### src/verilog/ram_pkg.sv
package ram_pkg;

	localparam int RAM_ADDR_W = 10;
	localparam int RAM_WORD_W = 32;
	localparam int RAM_DEPTH = 1 << RAM_ADDR_W;

	// Cycles from the sampling edge of a read to registered data at the consumer.
	localparam int RAM_READ_LATENCY = 2;

	typedef logic [RAM_ADDR_W-1:0] ram_addr_t; // Word address.
	typedef logic [RAM_WORD_W-1:0] ram_word_t; // Data word.

endpackage

### src/verilog/ram_port_arbiter.sv
module ram_port_arbiter (
	input logic fill_req,
	input ram_pkg::ram_addr_t fill_addr,
	input ram_pkg::ram_word_t fill_data,
	input logic drain_req,
	input ram_pkg::ram_addr_t drain_addr,
	output logic drain_grant,
	output logic cs_n,
	output logic we_n,
	output ram_pkg::ram_addr_t a,
	output ram_pkg::ram_word_t d
);

	// Writes cannot be held off, so a read only goes through on a free cycle.
	assign drain_grant = drain_req & ~fill_req;

	assign cs_n = ~(fill_req | drain_req);
	assign we_n = ~fill_req;

	assign a = fill_req ? fill_addr : drain_addr;
	assign d = fill_data; // Only sampled by the RAM when we_n is low.

endmodule

### config.mk
export PLATFORM = sky130hd
export DESIGN_NAME = ram_port_arbiter
export DESIGN_NICKNAME = d
export VERILOG_FILES = /design/src/verilog/ram_pkg.sv /design/src/verilog/ram_port_arbiter.sv
export SDC_FILE = /design/constraint.sdc
export NUM_CORES = 1
export LEC_CHECK = 0
export BUFFER_PORTS_ARGS = -buffer_cell sky130_fd_sc_hd__buf_2
export CELL_PAD_IN_SITES_DETAIL_PLACEMENT = 0
export CELL_PAD_IN_SITES_GLOBAL_PLACEMENT = 1
export CORE_MARGIN = 5
export CORE_UTILIZATION = 11
export DETAILED_ROUTE_END_ITERATION = 12
export GPL_ROUTABILITY_DRIVEN = 1
export MAX_ROUTING_LAYER = met4
export PLACE_DENSITY = 0.77
export SYNTH_ARGS = -nofsm -noshare
export SYNTH_HDL_FRONTEND = slang
export SYNTH_SLANG_ARGS = --single-unit
### constraint.sdc
create_clock -name vclk -period 0.8
set_clock_uncertainty 0.05 [all_clocks]
set_input_delay 0.08 -clock vclk [all_inputs]
set_output_delay 0.08 -clock vclk [all_outputs]
set_load 0.02 [all_outputs]
==> metrics.txt <==
status=finished with violations; violated checks=negative setup slack; starting density of the core=11.2%; classification of the worst setup path=primary input to output pin; number of different library cells in the post-synthesis netlist=7; time the worst path needs with I/O delays and setup=0.889 ns; Diodes inserted=0; logic depth of the worst path, buffers included=4; worst slew pin tran=0.109 ns; antenna violations before repair=0; Mapped Cells=46; critical path capture point type=output pin; Pint=212 uW; mean area per synthesized cell=8.84 um^2; combinational share of power=100.0%; total area of sequential cells=0 um^2; height of the chip=70.8 um; startpoint of the lowest-slack hold path=fill_data[26]; cts-stage hold buffer count=0; arrival time worst endpoint=0.76 ns; area overhead of the layout relative to synthesis=32.0%; switching power=141 uW; clock network fraction of total power=0%; final period utilization=111%; YS warnings=0; RSZ-0062 raised after global routing=yes; sequential group share of total power=0%; area fraction of the dominant cell type after synthesis=59.1%; cells traversed along the worst timing path=buf_12 > buf_12 > mux2_4 > buf_6; top cells by area, synth=sky130_fd_sc_hd__buf_4 59%, sky130_fd_sc_hd__mux2_4 26%, sky130_fd_sc_hd__mux2_2 8.3%; FFs & Latches=0; Fmax=1120 MHz; DRT iter0 DRCs=1; final weighted congestion in routability-driven placement=0.802; overall via count from detail_route=287; number of endpoints failing setup at the final stage=9; worst setup slack after layout=-0.0894 ns; post-synthesis instance area=407 um^2; global-route wire length before repair=1.84 mm; static leakage=0.285 nW; DP HPWL=1.03 mm; fraction of power spent switching nets=39.9%; final number of max-transition violations=0; Setup crit start kind=primary input; fin nets=107; Max transition margin=92.8%; layout clock buffer count=0; total negative setup slack=-0.679 ns; largest net degree at the start of global routing=6; maximum fanout encountered on the critical timing path=5; largest area contributor in the netlist=sky130_fd_sc_hd__buf_4; family with the most delay on the worst path=buffers and inverters; Final Hold Vio Count=0; IR drop worst, VDD=0.000212 V; fraction of layout cells with a size suffix above 1=96.1%; input/output buffers=35; library cell with the highest instance count after synthesis=sky130_fd_sc_hd__buf_4; via count of the first global-routing pass=327; Avg WL per Cell=12.6 um; most frequent cells after synthesis=32 x sky130_fd_sc_hd__buf_4, 7 x sky130_fd_sc_hd__mux2_4, 3 x sky130_fd_sc_hd__mux2_2; Horiz. Die Dim=70.8 um; # DRC=0; Antenna Violating Nets Remaining=0; router iterations before antenna repair=2; slowest cell delay on critical path=0.30 ns; number of cell rows=22; sequential share of the synthesized area=0%; detailed-route vias per instance=2.90; total power draw=353 uW; Floorplan Core Area=3630 um^2; total congestion overflow=0; boundary pin count=99; synthesized net count=100; area of the die=5010 um^2; max-capacitance violation count=0; cell with the most instances on the worst path=sky130_fd_sc_hd__buf_12; Critical Path Source=fill_req; highest-delay cell along the critical path=sky130_fd_sc_hd__mux2_4; final wirelength=1.25 mm; power density over the cells=658 nW/um^2; worst min-delay path class=primary input to output pin; Post-CTS Setup Inserts=0; data required time at the worst endpoint=0.67 ns; capture point of the critical path=a[8]; overall fraction of global-route tracks in use=4.76%; total buffers and inverters traversed by the critical path=3
worst min path at each step:
stage            end  slack (ns)  cells after the start
2_1_floorplan   cs_n        0.18                      1
3_3_place_gp   d[10]        0.11                      0
3_5_place_dp   d[10]        0.11                      0
4_1_cts        d[10]        0.11                      0
5_1_grt         d[3]        0.11                      0
6_report       d[26]        0.11                      0
cells in the final DEF (no fill, tap or decap):
master and n:
sky130_fd_sc_hd__and2b_2 1, sky130_fd_sc_hd__buf_12 2, sky130_fd_sc_hd__buf_16 1, sky130_fd_sc_hd__buf_2 23
sky130_fd_sc_hd__buf_4 1, sky130_fd_sc_hd__buf_6 11, sky130_fd_sc_hd__inv_1 1, sky130_fd_sc_hd__mux2_2 1
sky130_fd_sc_hd__mux2_4 9, sky130_fd_sc_hd__nor2_1 1
layer usage:
layer	wire length [um]	up-vias	part of all wire (%)	track usage [%]
li1	-	126	-	-
met1	427	125	34	5.56
met2	623	32	50	8.65
met3	179	4	14	0.852
met4	14	0	1.1	0.626
met5	0	-	0	-
cells by family (layout without fill, tap and decap cells):
family	count (synthesis)	count (layout)	synth area share, %
buffers and inverters	34	39	62.8
muxes	10	10	34.2
and+or+nand+nor	2	2	3.08
power groups by stage:
stage	Combinational (mW)	Clock, mW	Sequential, mW
after global routing	0.377	0	0
after floorplan	0.379	0	0
after global placement	0.262	0	0
after detailed placement	0.264	0	0
after CTS	0.350	0	0
final	0.353	0	0
through the flow:
step                      worst slack [ns]  cell area [um^2]  hold WS (ns)  instances  utilization, %
after floorplan                      0.125               407         0.185         46               -
after global placement              -0.133               418         0.110         98            11.5
after detailed placement            -0.151               418         0.110         98            11.5
after CTS                          -0.0867               531         0.110         99            14.6
after global routing               -0.0965               537         0.110         99            14.8
final                              -0.0894               537         0.110         99            14.8
area by class of cell:
class,count,area (um^2)
timing repair buffer,38,314
inverter,1,3.75
fill,429,3100
multi-input combinational,12,159
tap,48,60.1
repair_timing:
item                                    CTS  global route
gates cloned                              1             0
hold endpoints to repair                  0             0
endpoints found under the setup margin   11            10
resized for setup                        27             2
Power figures use the tool's default switching activity.
