$ cat config.mk
export PLATFORM = sky130hd
export DESIGN_NAME = fill_sequencer
export DESIGN_NICKNAME = d
export VERILOG_FILES = /design/src/verilog/ram_pkg.sv /design/src/verilog/fill_sequencer.sv
export SDC_FILE = /design/constraint.sdc
export NUM_CORES = 1
export LEC_CHECK = 0
export BUFFER_PORTS_ARGS = -buffer_cell sky130_fd_sc_hd__buf_4
export CAP_MARGIN = 10
export CORE_ASPECT_RATIO = 0.7
export CORE_UTILIZATION = 49
export DETAILED_ROUTE_END_ITERATION = 16
export PLACE_DENSITY = 0.83
export SKIP_CTS_REPAIR_TIMING = 1
export SLEW_MARGIN = 30
export SYNTH_ARGS = -nofsm -noshare
export SYNTH_HDL_FRONTEND = slang
export SYNTH_SLANG_ARGS = --single-unit
$ cat constraint.sdc
create_clock -name sys_clk -period 2.82 [get_ports sys_clk]
set_input_delay 0.282 -clock sys_clk [delete_from_list [all_inputs] [get_ports sys_clk]]
set_output_delay 0.282 -clock sys_clk [all_outputs]
set_load 0.01 [all_outputs]
$ cat src/verilog/ram_pkg.sv
package ram_pkg;

	localparam int RAM_ADDR_W = 10;
	localparam int RAM_WORD_W = 32;
	localparam int RAM_DEPTH = 1 << RAM_ADDR_W;

	// Cycles from the sampling edge of a read to registered data at the consumer.
	localparam int RAM_READ_LATENCY = 2;

	typedef logic [RAM_ADDR_W-1:0] ram_addr_t; // Word address.
	typedef logic [RAM_WORD_W-1:0] ram_word_t; // Data word.

endpackage

$ cat src/verilog/fill_sequencer.sv
module fill_sequencer (
	input logic sys_clk,
	input logic rst,
	input logic ptr_load,
	input ram_pkg::ram_addr_t ptr_addr,
	input logic wr_strobe,
	input ram_pkg::ram_word_t wr_data,
	output logic fill_req,
	output ram_pkg::ram_addr_t fill_addr,
	output ram_pkg::ram_word_t fill_data
);
	import ram_pkg::*;

	ram_addr_t wr_ptr;
	ram_addr_t ptr_base;

	// A load in the same cycle as a strobe places that word at the new address.
	assign ptr_base = ptr_load ? ptr_addr : wr_ptr;

	always_ff @(posedge sys_clk) begin
		if (rst) begin
			fill_req <= 1'b0;
		end else begin
			fill_req <= wr_strobe;
		end
	end

	always_ff @(posedge sys_clk) begin
		if (wr_strobe) begin
			fill_addr <= ptr_base;
			fill_data <= wr_data;
		end
	end

	// The pointer is ten bits wide, so stepping past 1023 wraps to 0.
	always_ff @(posedge sys_clk) begin
		if (rst) begin
			wr_ptr <= '0;
		end else if (wr_strobe) begin
			wr_ptr <= ptr_base + ram_addr_t'(1);
		end else begin
			wr_ptr <= ptr_base;
		end
	end

endmodule

==> flow_summary_export.csv <==
group,metric,value,unit
critical_path,critPathSlowestCell,"a211oi_1",
sta,setup_viol,0,
run_status,outcome,"completed",
critical_path,crit_arrival,1.92,ns
floorplan,die_w,76.6,um
critical_path,start_kind,"register",
sta,tns,0,ns
drt,drc,0,
sta,setup_ws,1.09,ns
yosys,syn_nets,157,
yosys,synth-seq-area-share,77.6,%
clocking,cts_tree,"built",
yosys,ys_ff_latch,53,
yosys,synth_area,0.00191,mm^2
critical_path,worstPathMaxFanout,4,
drt,drt.antenna.violating_nets,0,
yosys,synth_area_leader_cell,"edfxtp_1",
layout,nets,249,
drt,routedWlPerCell,15.1,um
floorplan,io_pins,89,
clocking,cts_buffers,5,
layout,syn_to_final_growth,41.5,%
sta,max_clock_freq,579,MHz
drt,drtIter0Drc,69,
global_routing,grt_usage,18.5,%
layout,final_common_cell,"buf_4",
yosys,syn_area_per_cell,17.4,um^2
critical_path,setup.worst_path.end_class,"register",
yosys,yosys.cell_types.count,27,
sta,post-route-period-util,61.3,%
floorplan,die_y,54.2,um
floorplan,core,0.00363,mm^2
placement,port_buffers,88,
sta,worst_pin_slew,0.565,ns
placement,gp_congestion,0.734,
global_routing,grt_pass1_vias,1119,
clocking,ctsLongestPathBuffers,2,
critical_path,slowest_delay,0.50,ns
critical_path,worstPathCellList,"mux2_2 -> ha_1 -> nand2_1 -> a211oi_1 -> and4_1 -> nor3_1",
clocking,insertion_delay,0.30,ns
yosys,netlist_instances,110,
global_routing,antenna_found_initial,0,
global_routing,grt_pass1_wl,5.55,mm
floorplan,die-area,0.00415,mm^2
clocking,h-tree-depth,2,
layout,final_cell_mix,"buf_4, edfxtp_1, dfxtp_1",
clocking,clkTransAtPathRegs,0.09,ns
sta,slew_viol_final,0,
placement,dpl_cell_area,0.00261,mm^2
global_routing,overflow,0,
power_and_ir_drop,power.density,581,mW/mm^2
worst_hold_path,hold_class,"in -> reg",
job,cap_violations,0,
floorplan,initial_core_util,52.7,%
global_routing,grt_max_degree,51,
floorplan,row_count,18,
layout,drive_gt1_share,52.2,%
drt,vias_per_cell,4.95,
critical_path,critPathRequiredTime,3.01,ns
sta,finalCriticalPeriod,1.73,ns
sta,hold_violations,0,
sta,clock-skew-final,0.00619,ns
power_and_ir_drop,ir_worst_vdd,0.000374,V
yosys,yosysTopAreaCellShare,66.1,%
drt,totalWireLength,3.83,mm
power_and_ir_drop,leakage,1.16,nW
layout,n_antenna_cell,0,
drt,via_count,1252,
clocking,cts-root-buf,"clkbuf_8",
yosys,synth_area_leaders,"edfxtp_1, dfxtp_1, mux2_2",
sta,slew-limit-headroom,62.3,%
placement,hpwl,2.89,mm
placement,pre_cts_slack,0.913,ns
yosys,ys_warn_count,0,
sta,grt_setup_unrepaired,"false",
critical_path,path_class,"reg -> reg",
clocking,clkSinkCount,53,
layout,stdcell_area,0.00270,mm^2
drt,drt_first_pass_iters,4,
[logic make-up (layout without fill, tap and decap cells)]
kind of cell / after synthesis / after routing / share of synthesized area (%)
AO/OA/AOI/OAI: 7 / 7 / 2.56
XOR/XNOR: 5 / 5 / 2.29
adder cells (fa/ha/maj): 1 / 1 / 0.655
buffers and inverters: 6 / 99 / 1.97
flip-flops: 53 / 53 / 77.6
multiplexers: 11 / 11 / 6.49
AND/OR/NAND/NOR: 27 / 27 / 8.45
[critical path, delay by kind of cell (launching register included)]
family	cells	cell delay, ns
adder cells (fa/ha/maj)	1	0.15
multiplexers	1	0.21
AO/OA/AOI/OAI	1	0.50
AND/OR/NAND/NOR	3	0.42
flip-flops	1	0.35
[state kept, by name, indices dropped and copies added, names as in the netlist]
register,flops
fill_addr,10
fill_data,32
fill_req,1
wr_ptr,10
[power by group]
group	internal (mW)	total, mW	leakage (nW)	switching (mW)
clock network	0.199	0.425	0.0512	0.226
logic	0.119	0.215	0.604	0.0957
registers	0.909	0.930	0.505	0.0213
total	1.23	1.57	1.16	0.343
[cells in the mapped netlist, drive strengths merged]
| master | count |
|---|---|
| edfxtp | 42 |
| a22oi | 1 |
| nand3b | 1 |
| mux2i | 3 |
| and3 | 1 |
| mux2 | 8 |
| nor3b | 1 |
| inv | 3 |
| a31oi | 1 |
| and4 | 1 |
| a211oi | 2 |
| buf | 2 |
| nor3 | 3 |
| nor2 | 8 |
| nand4 | 3 |
| a21oi | 3 |
| xnor2 | 5 |
| nand2 | 3 |
| nor2b | 3 |
| clkbuf | 1 |
| dfxtp | 11 |
| nand3 | 1 |
| nand4b | 2 |
| ha | 1 |
[area by class of cell]
class                           instances  area, um^2
Sequential cell                        53        1480
Inverter                                3        11.3
Timing Repair Buffer                   88         661
Fill cell                             245         923
Multi-Input combinational cell         51         390
Clock inverter                          2        13.8
Tap cell                               50        62.6
Clock buffer                            6        82.6
[through the flow]
stage	util (%)	hold slack [ns]	power, mW	std cells
global placement	71.9	0.461	1.15	245
detailed placement	71.9	0.461	1.16	245
CTS	74.5	0.151	1.58	253
global route	74.5	0.140	1.63	253
finish	74.5	0.159	1.57	253
floorplan	-	0.381	1.02	110
[worst paths after layout]
path | cells past startpoint | start | end | slack (ns)
setup / recovery | 6 | wr_ptr[0] | wr_ptr[8] | 1.09
hold reg to reg | 1 | wr_ptr[9] | fill_addr[9] | 0.58
setup reg to reg | 6 | wr_ptr[0] | wr_ptr[8] | 1.09
hold / removal | 1 | wr_data[21] | fill_data[21] | 0.16
[layer usage]
layer  GRT usage, %  up-vias  routed length, um
met2           32.9       48               1950
met1           22.2      606               1600
met4           7.69        0                 57
met3           5.17        6                210
met5              0        -                  0
li1               -      592                  -
(Power assumes the default switching activity.)
