--- src/verilog/ram_pkg.sv ---
package ram_pkg;

	localparam int RAM_ADDR_W = 10;
	localparam int RAM_WORD_W = 32;
	localparam int RAM_DEPTH = 1 << RAM_ADDR_W;

	// Cycles from the sampling edge of a read to registered data at the consumer.
	localparam int RAM_READ_LATENCY = 2;

	typedef logic [RAM_ADDR_W-1:0] ram_addr_t; // Word address.
	typedef logic [RAM_WORD_W-1:0] ram_word_t; // Data word.

endpackage

--- src/verilog/seq_pkg.sv ---
package seq_pkg;

	// One bit wider than the address so that a full 1024-word block fits.
	localparam int BLK_LEN_W = 11;
	localparam int SUM_W = 32;
	localparam int DRAIN_STATE_W = 2;

	typedef logic [BLK_LEN_W-1:0] blk_len_t; // Block length in words.
	typedef logic [SUM_W-1:0] sum_t; // Running checksum, wraps modulo 2^32.

	typedef enum logic [DRAIN_STATE_W-1:0] {
		drain_idle,
		drain_issue,
		drain_flush
	} drain_state_t;

endpackage

--- src/verilog/drain_sequencer.sv ---
module drain_sequencer (
	input logic sys_clk,
	input logic rst,
	input logic rd_start,
	input ram_pkg::ram_addr_t rd_addr,
	input seq_pkg::blk_len_t rd_len,
	output logic drain_req,
	output ram_pkg::ram_addr_t drain_addr,
	input logic drain_grant,
	input ram_pkg::ram_word_t ram_q,
	output logic rd_valid,
	output ram_pkg::ram_word_t rd_data,
	output logic rd_busy,
	output logic rd_done,
	output seq_pkg::sum_t rd_sum
);
	import ram_pkg::*;
	import seq_pkg::*;

	drain_state_t state;
	ram_addr_t addr;
	blk_len_t remaining;
	logic [RAM_READ_LATENCY-1:0] in_flight; // One bit per granted read still in the RAM.
	logic issued;
	logic start;
	logic last_issue;
	sum_t sum;

	assign drain_req = (state == drain_issue);
	assign issued = drain_req & drain_grant;
	assign start = (state == drain_idle) & rd_start;
	assign last_issue = issued & (remaining == blk_len_t'(1));
	assign drain_addr = addr;
	assign rd_busy = (state != drain_idle);
	assign rd_sum = sum;

	always_ff @(posedge sys_clk) begin
		if (rst) begin
			state <= drain_idle;
			rd_done <= 1'b0;
		end else begin
			rd_done <= 1'b0;
			case (state)
				drain_idle: begin
					if (rd_start) begin
						state <= (rd_len == '0) ? drain_flush : drain_issue;
					end
				end
				drain_issue: begin
					if (last_issue) begin
						state <= drain_flush;
					end
				end
				drain_flush: begin
					// Empty here means the last word went out on the previous edge.
					if (in_flight == '0) begin
						state <= drain_idle;
						rd_done <= 1'b1;
					end
				end
				default: state <= drain_idle;
			endcase
		end
	end

	// Address and count are only looked at while busy.
	always_ff @(posedge sys_clk) begin
		if (start) begin
			addr <= rd_addr;
			remaining <= rd_len;
		end else if (issued) begin
			addr <= addr + ram_addr_t'(1); // Wraps from 1023 to 0.
			remaining <= remaining - blk_len_t'(1);
		end
	end

	always_ff @(posedge sys_clk) begin
		if (rst) begin
			in_flight <= '0;
			rd_valid <= 1'b0;
			sum <= '0;
		end else begin
			in_flight <= {in_flight[RAM_READ_LATENCY-2:0], issued};
			rd_valid <= in_flight[RAM_READ_LATENCY-1];
			if (start) begin
				sum <= '0;
			end else if (in_flight[RAM_READ_LATENCY-1]) begin
				sum <= sum + ram_q;
			end
		end
	end

	always_ff @(posedge sys_clk) begin
		if (in_flight[RAM_READ_LATENCY-1]) begin
			rd_data <= ram_q; // ram_q is valid exactly when the oldest marker leaves.
		end
	end

endmodule

--- config.mk ---
export PLATFORM = sky130hd
export DESIGN_NAME = drain_sequencer
export DESIGN_NICKNAME = d
export VERILOG_FILES = /design/src/verilog/ram_pkg.sv /design/src/verilog/seq_pkg.sv /design/src/verilog/drain_sequencer.sv
export SDC_FILE = /design/constraint.sdc
export NUM_CORES = 1
export LEC_CHECK = 0
export BUFFER_PORTS_ARGS = -buffer_cell sky130_fd_sc_hd__buf_2
export CORE_MARGIN = 3
export CORE_UTILIZATION = 54
export CTS_CLUSTER_DIAMETER = 80
export DETAILED_ROUTE_END_ITERATION = 8
export PLACE_DENSITY_LB_ADDON = 0.12
export SLEW_MARGIN = 0
export SYNTH_ARGS = -nofsm -noshare
export SYNTH_HDL_FRONTEND = slang
export SYNTH_SLANG_ARGS = --single-unit
--- constraint.sdc ---
create_clock -name sys_clk -period 2.7 [get_ports sys_clk]
set_input_delay 0.135 -clock sys_clk [delete_from_list [all_inputs] [get_ports sys_clk]]
set_output_delay 0.135 -clock sys_clk [all_outputs]
set_load 0.005 [all_outputs]
==> metrics.txt, run 1 <==
core area 0.00937 mm2; Final period util 0.955; Mapped Nets 619; n_diodes 0; H-tree Lvls 3; Routed wire per std cell 15.2 um; worst skew pair latency 350 ps; Die Wd 105 um; Pins Over Slew Limit 0; Initial Util 0.563; clock skew 9.89 ps; clock buffer count from CTS 9; most common cell after layout, fill and taps aside buf_2; Pleak 0.00280 uW; top_reg_cell synth edfxtp_1; Peak Freq 0.388 GHz; Int Pwr 2280 uW; status complete, no violations; Worst Setup Path Type input pin to flip-flop; Pwr Density 480 mW/mm2; RePlAce Congestion 0.874; slew margin rel. 0.507; dpl cells 777; gate count after technology mapping 527; worst path required time 2940 ps; synth warn 0; Synth Register Bits 91; GRT Residual Overflow 0; Via density 5.63; sw power 877 uW; vias in the first global route 4464; Area Overhead vs Synth 25.0%; router iterations before antenna repair 5; post-route ant nets 0; # rows 35; worst slew pin tran 737 ps; number of max-cap violations 0; Synth Cell Area 0.00527 mm2; Clock Path Buffers 2; layout cells sized above 1 0.268; Hold Path Class input pin to flip-flop; GRT Total Usage 0.228; clk slew on worst S/H paths 100 ps; first-pass GRT wire length 20.9 mm; pin count of the biggest net entering global routing 40; die height 105 um; root buf cell clkbuf_8; Max Fanout on Critical Path 6; EDFF count, synth 53; Tmin final 2580 ps; crit path DAT 2820 ps; DR vias 4650; setup_tns 0 ps; port bufs 134; CTS tree done; initial antenna violation count 0; post-synthesis sequential area ratio 0.446; drt drc 0; DRT iter0 DRCs 201; CP Launch Type input pin; Post-DP HPWL 9.34 mm; RSZ-0062 raised after global routing false; part of the power in registers 0.529; fraction of power consumed by the clock network 0.295; post-synthesis cell type count 67; commonest cells after routing, fill and taps aside buf_2 (134), edfxtp_1 (53), nor2_1 (50), nand2_1 (50), dfxtp_1 (37); clock sinks 91; worst hold margin 27.2 ps; DIE AREA 0.0110 mm2; syn avg cell area 10.0 um2; fin cells 826; Fin. Hold Viols 0; final WL 12.6 mm; placed instance area 0.00603 mm2; IO Pins 135; Setup crit end kind flip-flop; nets@finish 784; FFs w/ async S/R, synth 0; IR Drop Worst-Case VDD 410 uV; final setup fails 0; Comb power frac 0.176; post-route cell area 0.00659 mm2; switching share of power 0.277
-- state kept, by name, indices dropped and copies added (netlist names) --
signal	flops
state	2
remaining	11
in_flight	2
drain_addr	10
rd_valid	1
rd_sum	32
rd_done	1
rd_data	32
-- what timing repair did --
action	in CTS	in global routing
buffers inserted	0	2
hold buffers	30	1
hold endpoints to repair	30	1
gates resized for setup	1	7
pin swaps	0	6
setup endpoints to repair	1	5
-- per-stage QoR --
step / power, uW / util / setup WS (ps)
after detailed placement: 2220 / 0.643 / 30.5
after floorplan: 2030 / - / 195
after global placement: 2200 / 0.643 / 91.1
after CTS: 3190 / 0.698 / 66.9
after global routing: 3340 / 0.703 / 6.31
final: 3160 / 0.703 / 121
-- cell usage after synthesis (8+ instances only) --
master / n / share of area
a21o_1: 12 / 0.017
a21oi_1: 33 / 0.031
clkbuf_1: 9 / 0.0064
dfxtp_1: 38 / 0.14
edfxtp_1: 53 / 0.30
ha_1: 34 / 0.081
inv_1: 12 / 0.0085
mux2i_1: 23 / 0.044
nand2_1: 50 / 0.036
nand3_1: 14 / 0.013
nand4_1: 8 / 0.0095
nor2_1: 50 / 0.036
nor3_1: 10 / 0.0095
o21ai_0: 30 / 0.028
xnor2_1: 27 / 0.045
xor2_1: 14 / 0.023
-- critical path, cell delays in order --
cell           delay, ps
dlygate4sd3_1        530
buf_2                130
ha_1                 370
a21oi_1              180
o21ai_1              110
nor3_2               270
a21oi_2              120
a41o_2               330
o2111ai_2            210
a2111oi_2            100
a311o_1              340
-- power groups by stage --
stage / clock, uW / sequential, uW / combinational [uW]
2_1_floorplan: 0 / 1690 / 340
3_3_place_gp: 0 / 1690 / 503
3_5_place_dp: 0 / 1700 / 517
4_1_cts: 968 / 1670 / 554
5_1_grt: 1030 / 1680 / 625
6_report: 933 / 1670 / 556
-- cell families after synthesis --
logic type                 share of synthesized area
DFF                                            0.446
muxes                                         0.0437
xor gates and xnor gates                      0.0681
and+or+nand+nor                                0.154
AOI/OAI and AO/OA                              0.170
buffers and inverters                         0.0342
adders and majority gates                     0.0845
-- path summary, 6_finish.rpt --
check                    start     endpoint  slack [ps]  depth (start not counted)
setup / recovery      ram_q[8]   rd_sum[25]         120                         11
hold reg to reg   in_flight[0]      rd_done         450                          1
hold / removal       ram_q[31]  rd_data[31]          30                          1
setup reg to reg     rd_sum[0]   rd_sum[24]         200                         10
-- routing by layer --
layer | track usage | share of wire | wire length, um
met1 | 0.294 | 0.43 | 5460
met2 | 0.391 | 0.49 | 6150
met3 | 0.0426 | 0.064 | 803
met4 | 0.0675 | 0.014 | 174
met5 | 0 | 0 | 0
-- layout make-up --
cell class	instances	area (um2)
fillers	784	2780
multi-input cells	403	2770
flip-flops and latches	91	2360
repair buffers	174	1050
clock buffers	11	174
well taps	129	161
inverters	13	48.8
clock inverters	5	32.5
(Power assumes the default switching activity.)
==> run 2, diff against run 1 <==
Settings changed: CORE_UTILIZATION 54 to 45.
==> metrics.txt, run 2 (synthesized netlist as in run 1, its figures left out) <==
status complete, no violations; layout cells sized above 1 0.274; Worst Setup Path Type input pin to flip-flop; area occupied by registers 0.00236 mm2; initial antenna violation count 0; post-route ant nets 0; nets@finish 785; drt drc 0; H-tree Lvls 3; Via density 5.45; port bufs 134; Fin. Hold Viols 0; final setup fails 0; Pwr Density 541 mW/mm2; Setup crit end kind flip-flop; Tmin final 2580 ps; crit path DAT 2810 ps; IR Drop Worst-Case VDD 361 uV; Peak Freq 0.388 GHz; Routed wire per std cell 15.6 um; Die Wd 114 um; Final period util 0.955; setup slack at placement -103 ps; core area 0.0111 mm2; final WL 13.1 mm; GRT Total Usage 0.201; multi-input combinational cell area 0.00282 mm2; pin count of the biggest net entering global routing 44; worst slew pin tran 613 ps; vias in the first global route 4429; slew margin rel. 0.591; Pleak 0.00284 uW; Pins Over Slew Limit 0; GRT Residual Overflow 0; Initial Util 0.474; Hold Path Class input pin to flip-flop; worst path required time 2930 ps; RSZ-0062 raised after global routing false; IO Pins 135; Post-DP HPWL 9.53 mm; clk slew on worst S/H paths 60 ps; fin worst setup slack 123 ps; DRT iter0 DRCs 269; root buf cell clkbuf_16; worst skew pair latency 350 ps; router iterations before antenna repair 5; RePlAce Congestion 0.860; Max Fanout on Critical Path 5; clock buffer count from CTS 9; n_diodes 0; clock skew 7.01 ps; # rows 38; CTS tree done; fillers 940; CP Launch Type input pin; most common cell after layout, fill and taps aside buf_2; clock sinks 91; number of max-cap violations 0; Area Overhead vs Synth 28.7%; DIE AREA 0.0131 mm2; die height 114 um; DR vias 4568; first-pass GRT wire length 21.1 mm; worst hold margin 20.0 ps; commonest cells after routing, fill and taps aside buf_2 (134), edfxtp_1 (53), nor2_1 (50), nand2_1 (50), dfxtp_1 (37); Clock Path Buffers 2
run 2: cell count changes in the layout (fill, tap and decap cells not counted), moves of 2 or more:
cell	delta
buf_4	+3
bufinv_16	+3
clkbuf_16	+7
clkbuf_8	-9
clkinv_2	-3
clkinv_4	-2
clkinvlp_4	+3
dlygate4sd3_1	-2
run 2: where the power goes:
group	internal [uW]	leakage [uW]	switching, uW
clock network	901	0.000155	542
logic	254	0.00189	306
registers	1590	0.000801	82.7
run 2: stage by stage:
step           power (uW)  instance area, um2  utilization  TNS (ps)  instances
2_1_floorplan        2030                5270            -         0        527
3_3_place_gp         2210                6060        0.545     -6.37        790
3_5_place_dp         2220                6060        0.545      -246        790
4_1_cts              3710                6700        0.602         0        835
5_1_grt              3850                6790        0.610         0        838
6_report             3670                6790        0.610         0        838
run 2: what timing repair did:
| action | in CTS | in global routing |
|---|---|---|
| setup endpoints to repair | 4 | 6 |
| setup buffers | 0 | 3 |
| gates resized for setup | 3 | 11 |
| hold buffers | 29 | 0 |
| pin swaps | 1 | 9 |
| hold endpoints to repair | 29 | 0 |
run 2: final timing paths:
check | slack [ps] | from | cells past startpoint | to
max | 120 | ram_q[6] | 11 | rd_sum[25]
min | 20 | ram_q[2] | 1 | rd_data[2]
max reg2reg | 230 | rd_sum[0] | 10 | rd_sum[26]
min reg2reg | 430 | in_flight[0] | 1 | rd_done
run 2: final cells by class:
cell class	instances	area share
clock inverter	7	0.0171
sequential	91	0.347
timing repair buffer	175	0.155
inverter	13	0.00719
multi-input combinational	403	0.415
tap	140	0.0258
clock buffer	9	0.0332
run 2: worst max-delay path, cell delays in order:
cell	delay (ps)
dlygate4sd3_1	540
buf_2	130
ha_1	360
nand4_1	180
a211oi_2	230
nor3_2	100
a21oi_2	210
a41o_4	290
o2111ai_4	140
and3_2	240
a311o_1	260
run 2: routing by layer:
layer	vias up	share of wire	track usage	wire length [um]
met5	-	0	0	0
met4	0	0.017	0.0808	225
met3	16	0.064	0.0444	841
met2	154	0.46	0.321	6050
met1	2121	0.46	0.266	5940
li1	2277	-	-	-
==> run 3, diff against run 2 <==
Settings changed: ABC_AREA from default to 1.
==> metrics.txt, run 3 <==
status complete, no violations; Critical Path, Cell by Cell dlygate4sd3_1 > buf_2 > ha_1 > fa_1 > nand3_1 > nand3_1 > nand2_1 > nand2_1 > nand2_1 > nand2_1 > xor2_1 > o21ai_1 > inv_1; Synth Cell Area 0.00606 mm2; slew margin rel. 0.589; Hold Path Class input pin to flip-flop; synth warn 0; port bufs 134; initial antenna violation count 0; setup_tns 0 ps; H-tree Lvls 3; CP Launch Type input pin; layout cells sized above 1 0.176; Pleak 0.00414 uW; most frequent cells after synthesis nand2_1 (273), inv_1 (159), nor2_1 (122); GRT Total Usage 0.214; first-pass GRT wire length 25.2 mm; fin cells 1229; Worst Setup Path Type input pin to flip-flop; RePlAce Congestion 0.896; Post-DP HPWL 11.7 mm; post-synthesis cell type count 39; worst slew pin tran 616 ps; clock skew 13.0 ps; FFs w/ async S/R, synth 0; post-route ant nets 0; Initial Util 0.471; # rows 41; Die Wd 122 um; top-area cell type share of the netlist area 0.262; most common cell after layout, fill and taps aside nand2_1; EDFF count, synth 53; most frequent cell after synthesis nand2_1; root buf cell clkbuf_16; IR Drop Worst-Case VDD 308 uV; DRT iter0 DRCs 299; syn avg cell area 6.86 um2; Fin. Hold Viols 0; final WL 15.4 mm; cell mode on critical path nand2_1; gate count after technology mapping 884; Synth area leader edfxtp_1; worst skew pair latency 360 ps; Pins Over Slew Limit 0; GRT Residual Overflow 0; Post-CTS Repair Setup Buffers 0; core area 0.0129 mm2; IO Pins 135; total power 3480 uW; Via density 4.64; n_diodes 0; Synth Register Bits 91; worst hold margin 19.2 ps; Max Fanout on Critical Path 4; worst path required time 2960 ps; CTS tree done; Setup crit end kind flip-flop; Routed wire per std cell 12.5 um; post-synthesis sequential area ratio 0.388; Final period util 0.797; die height 122 um; Pwr Density 462 mW/mm2; clock sinks 91; clk slew on worst S/H paths 70 ps; top_reg_cell synth edfxtp_1; drt drc 0; Max stage delay on crit path 530 ps; number of max-cap violations 0; Peak Freq 0.465 GHz; Area Overhead vs Synth 24.4%; dpl cells 1181; synth top area cells edfxtp_1 (26%), nand2_1 (17%), dfxtp_1 (13%); nets@finish 1144; Layout Utilization 0.586; Clock Path Buffers 2; final setup fails 0; vias in the first global route 5252; CP max stage cell dlygate4sd3_1; clock buffer count from CTS 9; DR vias 5697; commonest cells after routing, fill and taps aside nand2_1 (273), inv_1 (159), buf_2 (134); crit path DAT 2410 ps; router iterations before antenna repair 7; Mapped Nets 976; DIE AREA 0.0149 mm2; pin count of the biggest net entering global routing 60; Tmin final 2150 ps; RSZ-0062 raised after global routing false
## run 3: cell types whose count changed after synthesis, sizes merged, moves of 13 or more
cell   delta
nor2     +77
nand3    +36
mux2i    -23
a21o     -13
nand2   +234
inv     +157
xnor2    -19
## run 3: critical path: cells and delay by family
kind	cells	cell delay [ps]
buffers and inverters	3	710
adder cells (fa/ha/maj)	2	690
AND/OR/NAND/NOR	6	600
XOR/XNOR	1	140
AO/OA/AOI/OAI	1	120
## run 3: layout make-up
class                   instances  area [um2]
fillers                      1273        5340
multi-input cells             611        3020
flip-flops and latches         91        2360
repair buffers                170        1030
inverters                     169         634
clock buffers                   9         225
well taps                     172         215
clock inverters                 7        56.3
## run 3: timing repair
| action | CTS | global route |
|---|---|---|
| gates resized for setup | 0 | 0 |
| hold buffers | 32 | 0 |
| endpoints found under the hold margin | 35 | 0 |
## run 3: through the flow
| stage | setup WS, ps | cell area [um2] |
|---|---|---|
| 2_1_floorplan | 742 | 6060 |
| 3_3_place_gp | 749 | 6940 |
| 3_5_place_dp | 701 | 6940 |
| 4_1_cts | 564 | 7540 |
| 5_1_grt | 345 | 7540 |
| 6_report | 549 | 7540 |
## run 3: final timing paths
kind                              startpoint           end  slack, ps  cells past startpoint
worst max-delay path                ram_q[0]    rd_sum[16]        550                     13
worst min-delay path                ram_q[1]    rd_data[1]         20                      1
worst max register to register     rd_sum[0]    rd_sum[16]        680                     11
worst min register to register  in_flight[0]  in_flight[1]        420                      2
## run 3: metal layers
layer | track usage | routed length [um] | share of wire
met1 | 0.298 | 7610 | 0.49
met2 | 0.343 | 6780 | 0.44
met3 | 0.0344 | 812 | 0.053
met4 | 0.0686 | 202 | 0.013
met5 | 0 | 0 | 0
## run 3: kinds of logic (layout without fill, tap and decap cells)
kind of cell / Yosys count / in the layout / synth area share
buffers and inverters: 182 / 355 / 0.114
DFF: 91 / 91 / 0.388
xor gates and xnor gates: 25 / 25 / 0.0361
adders and majority gates: 35 / 35 / 0.0735
AOI/OAI and AO/OA: 73 / 73 / 0.0646
and+or+nand+nor: 478 / 478 / 0.324
## run 3: power breakdown
| part | leakage, uW | switching [uW] | internal [uW] | total (uW) |
|---|---|---|---|---|
| Clock | 0.000139 | 587 | 640 | 1230 |
| Combinational | 0.00320 | 362 | 256 | 619 |
| Sequential | 0.000801 | 61.6 | 1580 | 1640 |
| Total | 0.00414 | 1010 | 2470 | 3480 |
